<file path="src/verilog/dram_bridge_pkg.sv">
// Package with the sizing constants and derived widths of the DRAM read bridge.
package dram_bridge_pkg;

  // number of blocking caches that share the DRAM read port.
  localparam int NUM_CACHE = 4;
  localparam int CACHE_IDX_W = (NUM_CACHE > 1) ? $clog2(NUM_CACHE) : 1;

  // DRAM word and byte address widths.
  localparam int DATA_W = 32;
  localparam int ADDR_W = 28;
  localparam int BYTES_PER_WORD = DATA_W / 8;

  // a cache block is filled by one or more DRAM bursts.
  localparam int BLOCK_WORDS = 8;
  localparam int BURST_LEN = 4;
  localparam int BURSTS_PER_BLOCK = BLOCK_WORDS / BURST_LEN;

  localparam int BEAT_CNT_W = (BURST_LEN > 1) ? $clog2(BURST_LEN) : 1;
  localparam int BURST_IDX_W = (BURSTS_PER_BLOCK > 1) ? $clog2(BURSTS_PER_BLOCK) : 1;

  // index of the final beat in a burst and of the final burst in a block.
  localparam logic [BEAT_CNT_W-1:0] LAST_BEAT = BEAT_CNT_W'(BURST_LEN - 1);
  localparam logic [BURST_IDX_W-1:0] LAST_BURST = BURST_IDX_W'(BURSTS_PER_BLOCK - 1);

  // byte distance between two bursts of the same block.
  localparam logic [ADDR_W-1:0] BURST_BYTES = ADDR_W'(BURST_LEN * BYTES_PER_WORD);

  // the tag FIFO has one entry per cache and each entry stands for one burst in flight,
  // so the data buffer must hold that many whole bursts.
  localparam int DATA_FIFO_DEPTH = NUM_CACHE * BURST_LEN;

endpackage
</file>
<file path="src/verilog/dram_rd_rx.sv">
// Receive block that buffers DRAM read beats and steers them to the tagged cache.
`timescale 1ns/1ps

module dram_rd_rx (
  input  logic                                    clk_i,
  input  logic                                    arst_n_i,

  input  logic                                    tag_v_i,
  input  logic [dram_bridge_pkg::CACHE_IDX_W-1:0] tag_i,
  output logic                                    tag_ready_o,

  input  logic                                    app_rd_data_valid_i,
  input  logic [dram_bridge_pkg::DATA_W-1:0]      app_rd_data_i,
  // the burst boundary is found by counting beats, so this flag is not looked at.
  input  logic                                    app_rd_data_end_i,

  output logic [dram_bridge_pkg::DATA_W-1:0]      dma_data_o,
  output logic [dram_bridge_pkg::NUM_CACHE-1:0]   dma_data_v_o,
  input  logic [dram_bridge_pkg::NUM_CACHE-1:0]   dma_data_ready_i
);

  logic                                    data_ready;
  logic                                    data_v;
  logic [dram_bridge_pkg::DATA_W-1:0]      data_head;
  logic                                    data_yumi;

  logic                                    tag_v;
  logic [dram_bridge_pkg::CACHE_IDX_W-1:0] tag_head;
  logic                                    tag_yumi;

  logic [dram_bridge_pkg::BEAT_CNT_W-1:0]  beat_cnt_q;
  logic                                    last_beat;

  // the DRAM return stream cannot be stalled, so this buffer absorbs it.
  sync_fifo #(
    .width_p (dram_bridge_pkg::DATA_W),
    .depth_p (dram_bridge_pkg::DATA_FIFO_DEPTH)
  ) i_data_fifo (
    .clk_i    (clk_i),
    .arst_n_i (arst_n_i),
    .v_i      (app_rd_data_valid_i),
    .data_i   (app_rd_data_i),
    .ready_o  (data_ready),
    .v_o      (data_v),
    .data_o   (data_head),
    .yumi_i   (data_yumi)
  );

  // one tag per outstanding burst, in command order.
  sync_fifo #(
    .width_p (dram_bridge_pkg::CACHE_IDX_W),
    .depth_p (dram_bridge_pkg::NUM_CACHE)
  ) i_tag_fifo (
    .clk_i    (clk_i),
    .arst_n_i (arst_n_i),
    .v_i      (tag_v_i),
    .data_i   (tag_i),
    .ready_o  (tag_ready_o),
    .v_o      (tag_v),
    .data_o   (tag_head),
    .yumi_i   (tag_yumi)
  );

  // all caches see the same word and only the tagged one sees valid.
  assign dma_data_o   = data_head;
  assign dma_data_v_o = (data_v & tag_v)
                      ? ({{(dram_bridge_pkg::NUM_CACHE-1){1'b0}}, 1'b1} << tag_head)
                      : '0;

  assign data_yumi = data_v & tag_v & dma_data_ready_i[tag_head];
  assign last_beat = (beat_cnt_q == dram_bridge_pkg::LAST_BEAT);
  // the tag leaves with the final beat of its burst.
  assign tag_yumi  = data_yumi & last_beat;

  always_ff @(posedge clk_i or negedge arst_n_i) begin
    if (!arst_n_i) begin
      beat_cnt_q <= '0;
    end else if (data_yumi) begin
      beat_cnt_q <= last_beat ? '0 : beat_cnt_q + 1'b1;
    end
  end

  // the tag FIFO depth limits the bursts in flight, which must fit the data buffer.
  a_data_no_overflow: assert property (
    @(posedge clk_i) disable iff (!arst_n_i) app_rd_data_valid_i |-> data_ready
  ) else $error("dram_rd_rx: DRAM beat arrived with the data FIFO full");

endmodule

</file>
<file path="src/verilog/sync_fifo.sv">
// First-word-fall-through FIFO with valid/ready input and valid/yumi output.
`timescale 1ns/1ps

module sync_fifo #(
  parameter int width_p = 8,
  parameter int depth_p = 4
) (
  input  logic               clk_i,
  input  logic               arst_n_i,

  input  logic               v_i,
  input  logic [width_p-1:0] data_i,
  output logic               ready_o,

  output logic               v_o,
  output logic [width_p-1:0] data_o,
  input  logic               yumi_i
);

  localparam int PTR_W = (depth_p > 1) ? $clog2(depth_p) : 1;
  localparam int CNT_W = $clog2(depth_p + 1);

  logic [width_p-1:0] mem_q [depth_p];
  logic [PTR_W-1:0]   wr_ptr_q;
  logic [PTR_W-1:0]   rd_ptr_q;
  logic [CNT_W-1:0]   count_q;
  logic               push;
  logic               pop;

  assign ready_o = (count_q != CNT_W'(depth_p));
  assign v_o     = (count_q != '0);
  assign push    = v_i & ready_o;
  assign pop     = yumi_i & v_o;

  // the head is read straight from the array, so a word is visible the cycle after it lands.
  assign data_o = mem_q[rd_ptr_q];

  always_ff @(posedge clk_i) begin
    if (push) begin
      mem_q[wr_ptr_q] <= data_i;
    end
  end

  always_ff @(posedge clk_i or negedge arst_n_i) begin
    if (!arst_n_i) begin
      wr_ptr_q <= '0;
      rd_ptr_q <= '0;
      count_q  <= '0;
    end else begin
      if (push) begin
        wr_ptr_q <= (wr_ptr_q == PTR_W'(depth_p - 1)) ? '0 : wr_ptr_q + 1'b1;
      end
      if (pop) begin
        rd_ptr_q <= (rd_ptr_q == PTR_W'(depth_p - 1)) ? '0 : rd_ptr_q + 1'b1;
      end
      case ({push, pop})
        2'b10:   count_q <= count_q + 1'b1;
        2'b01:   count_q <= count_q - 1'b1;
        default: count_q <= count_q;
      endcase
    end
  end

  // the consumer may only take a head that is actually there.
  a_no_yumi_when_empty: assert property (
    @(posedge clk_i) disable iff (!arst_n_i) yumi_i |-> v_o
  ) else $error("sync_fifo: yumi_i while empty");

  // a write into a full buffer would be lost.
  a_no_write_when_full: assert property (
    @(posedge clk_i) disable iff (!arst_n_i) v_i |-> ready_o
  ) else $error("sync_fifo: write while full");

endmodule

</file>
<file path="config.mk">
export PLATFORM = sky130hd
export DESIGN_NAME = dram_rd_rx
export DESIGN_NICKNAME = d
export VERILOG_FILES = /design/src/verilog/dram_bridge_pkg.sv /design/src/verilog/dram_rd_rx.sv /design/src/verilog/sync_fifo.sv
export SDC_FILE = /design/constraint.sdc
export NUM_CORES = 1
export LEC_CHECK = 0
export ABC_AREA = 1
export BUFFER_PORTS_ARGS = -buffer_cell sky130_fd_sc_hd__buf_2
export CORE_MARGIN = 3
export CORE_UTILIZATION = 60
export CTS_BUF_LIST = sky130_fd_sc_hd__clkbuf_4
export DETAILED_ROUTE_END_ITERATION = 6
export GPL_ROUTABILITY_DRIVEN = 0
export PLACE_DENSITY = 0.78
export SLEW_MARGIN = 20
export SYNTH_ARGS = -nofsm -noshare
export SYNTH_HDL_FRONTEND = slang
export SYNTH_SLANG_ARGS = --single-unit
</file>
<file path="constraint.sdc">
create_clock -name clk_i -period 8.15 [get_ports clk_i]
set_input_delay 0 -clock clk_i [delete_from_list [all_inputs] [get_ports clk_i]]
set_output_delay 0 -clock clk_i [all_outputs]
set_load 0.01 [all_outputs]
</file>
==> results.md <==
* Initial Util at 0.6137
* Post-synth net total at 1826
* Fillers at 2436
* Number of detailed-route iterations in the first pass at 5
* Power Total at 8.744 mW
* Via-to-Cell Ratio at 5.859
* Worst Setup Path Type: reg2out
* Worst hold start: app_rd_data_i[8]
* Final worst path period need at 4589 ps
* Type of destination of the critical path: output pin
* Via count of the first global-routing pass at 14640
* Result of the run: finished clean
* Number of violations of the max-capacitance limit at 0
* Clock latency at the later pin of the worst-skew pair at 810 ps
* Gate Count Post-Synth at 1766
* Vias after detailed routing at 14680
* H-tree lvl count at 4
* Post-route setup TNS at 0 ps
* Number of nets in the layout at 2012
* Register-to-register setup slack at 5000 ps
* Most common cell after layout, fill and taps aside: edfxtp_1
* Initial DRC Count at 1531
* Die extent in y at 197.7 µm
* Overall track demand over capacity in global routing at 0.2638
* Routed wire length at 50940 µm
* Area growth from synthesis to layout at 13.12%
* CP required at 8150 ps
* Critical Path Max Stage Delay at 1120 ps
* Maximum fanout encountered on the critical timing path at 103
* Fraction of layout cells with a size suffix above 1 at 0.1673
* Mapped cell area at 0.02204 mm²
* Clock slew at the register clock pins of the worst setup and hold paths at 60 ps
* Critical R2R Capture: i_tag_fifo.count_q[2]$_DFFE_PN0P_
* FF+latch count, synth at 542
* Final period util at 0.5631
* Aggregate global routing overflow at 0
* Leakage power at 8.920 nW
* DRC Markers at 0
* Power per Cell Area at 350.7 mW/mm²
* First-pass GRT wire length at 78180 µm
* Buffers added on ports at 78
* Unrepaired setup endpoints after global routing: no
* I/O pin count at 80
* Worst supply voltage drop on vdd at 0.2374 mV
* Transition time at the pin with the least slew margin at 1098 ps
* Startpoint of the worst register-to-register path: i_tag_fifo.rd_ptr_q[0]$_DFFE_PN0P_
* Hold-critical path depth at 2
* Max Buffers Root-to-Sink at 3
* Highest-count cells in the layout ignoring fill and taps: 520 x edfxtp_1, 301 x nor2_1, 264 x nand2_1, 194 x clkbuf_4, 187 x o21ai_0
* Slew HR at 0.2682
* Hold EP: i_data_fifo.mem_q[10][8]$_DFFE_PP_
* Area taken by flip-flops and latches at 0.01618 mm²
* Setup Skew at 38.77 ps
* Worst hold margin at 113.2 ps
* Endpoints failing hold at 0
* Warning count from the yosys run at 0
* Antenna Violating Nets Remaining at 0
* Die extent in x at 197.7 µm
* Largest net degree at the start of global routing at 104
* WL per Instance at 20.33 µm
* Initial antenna violation count at 1
* Count of endpoints failing setup in the final report at 0
* Cell chain of the critical path: buf_4 -> buf_4 -> o21ai_0 -> o211ai_1 -> o2111ai_1 -> o21ai_1 -> buf_2
* Length in cells of the worst reg-to-reg path at 17
* Number of max-slew violations in the final report at 0
* Clock root buffer: clkbuf_4
* Area enclosed by the die boundary at 0.03907 mm²
* Detailed Place HPWL at 24150 µm
* Unique masters post-synth at 36
* Avg Inst Size Synth at 12.48 µm²
* Kind of start point of the critical path: flop
* Clock tree from TritonCTS: done
* CTS buffer count at 135
* Arrival @ worst endpoint at 4590 ps
* Std-Cell Core Area at 0.03591 mm²
* Most used cell along the critical path: buf_4
* Number of placement rows at 69
* Sequential element share of the synthesized area at 0.7335
* Peak clock frequency supported by timing at 217.9 MHz
* Clock sink count at 542
* Slowest cell on the critical path: dfrtp_4
* Multi-input combinational cell area at 0.005171 mm²
* Class of the most critical hold timing path: in2reg
-- power by group --
group	switching [mW]	total (mW)	internal, mW
Clock	1.01	2.26	1.25
Combinational	1.94	2.83	0.892
Sequential	0.276	3.65	3.38
-- worst max path at each step --
stage	cells past startpoint	start	slack [ps]	to
finish	7	i_data_fifo.rd_ptr_q[0]$_DFFE_PN0P_	3560	dma_data_o[4]
global route	7	i_data_fifo.rd_ptr_q[0]$_DFFE_PN0P_	3190	dma_data_o[4]
CTS	7	i_data_fifo.rd_ptr_q[0]$_DFFE_PN0P_	3540	dma_data_o[4]
detailed placement	7	i_data_fifo.rd_ptr_q[0]$_DFFE_PN0P_	4410	dma_data_o[4]
global placement	7	i_data_fifo.rd_ptr_q[0]$_DFFE_PN0P_	4530	dma_data_o[4]
floorplan	6	i_data_fifo.count_q[2]$_DFFE_PN0P_	5480	i_data_fifo.mem_q[0][0]$_DFFE_PP_
-- cells by family after synthesis --
| group | share of synthesized area |
|---|---|
| AO/OA/AOI/OAI | 0.09816 |
| flip-flops | 0.7335 |
| XOR/XNOR | 0.005166 |
| AND/OR/NAND/NOR | 0.1158 |
| adder cells (fa/ha/maj) | 0.009991 |
| buffers and inverters | 0.03747 |
-- through the flow --
stage | utilization | area (µm²) | setup WS, ps | std cells
after floorplan | - | 22040 | 5480 | 1766
after global placement | 0.6329 | 22730 | 4526 | 2228
after detailed placement | 0.6329 | 22730 | 4406 | 2228
after CTS | 0.6940 | 24920 | 3541 | 2504
after global routing | 0.6942 | 24930 | 3192 | 2506
final | 0.6942 | 24930 | 3561 | 2506
-- flip-flops by register name (all words and copies together) (netlist names) --
name and cells:
i_data_fifo.wr_ptr_q 4, i_tag_fifo.wr_ptr_q 2, i_tag_fifo.rd_ptr_q 2, i_data_fifo.rd_ptr_q 4, i_tag_fifo.mem_q 8, beat_cnt_q 2
i_data_fifo.count_q 5, i_tag_fifo.count_q 3, i_data_fifo.mem_q 512
-- synth_stat cells, drive strengths merged --
cell / n / area (µm²)
a21boi: 1 / 7.510
a21oi: 45 / 225.2
a31oi: 1 / 6.260
buf: 67 / 474.2
clkbuf: 37 / 140.1
dfrtp: 22 / 550.5
edfxtp: 520 / 15610
fa: 1 / 20.02
ha: 16 / 200.2
inv: 55 / 211.5
nand2: 266 / 1003
nand3: 61 / 310.3
nand4: 1 / 6.260
nor2: 320 / 1211
nor3: 4 / 20.02
o2111ai: 14 / 122.6
o211ai: 15 / 112.6
o21ai: 223 / 1120
o21bai: 1 / 7.510
o221ai: 1 / 8.760
o22ai: 50 / 312.8
o31ai: 32 / 240.2
xnor2: 5 / 43.79
xor2: 8 / 70.07
-- worst max-delay path, delay by kind of cell (launching register included) --
kind / cells / cell delay (ps)
buffers and inverters: 3 / 1800
AO/OA/AOI/OAI: 4 / 850
flip-flops: 1 / 1120
-- area by class of cell --
class | count | share of cell area
multi-input cells | 1065 | 0.2074
inverters | 55 | 0.008582
clock buffers | 194 | 0.05842
repair buffers | 153 | 0.04286
well taps | 461 | 0.02314
flip-flops and latches | 542 | 0.6488
clock inverters | 35 | 0.01069
diodes | 1 | 0.0001004
-- per-layer routing --
| layer | track usage | part of all wire | routed length, µm |
|---|---|---|---|
| met5 | 0 | 0 | 0 |
| met4 | 0.1240 | 0.032 | 1612 |
| met3 | 0.05202 | 0.085 | 4307 |
| met2 | 0.4273 | 0.49 | 25100 |
| met1 | 0.3494 | 0.39 | 19930 |
-- what timing repair did --
action	in CTS	in global routing
hold endpoints to repair	582	22
resized for setup	0	0
setup buffers	0	0
hold buffers	47	1
No activity file was read; power rests on OpenSTA's default activity.
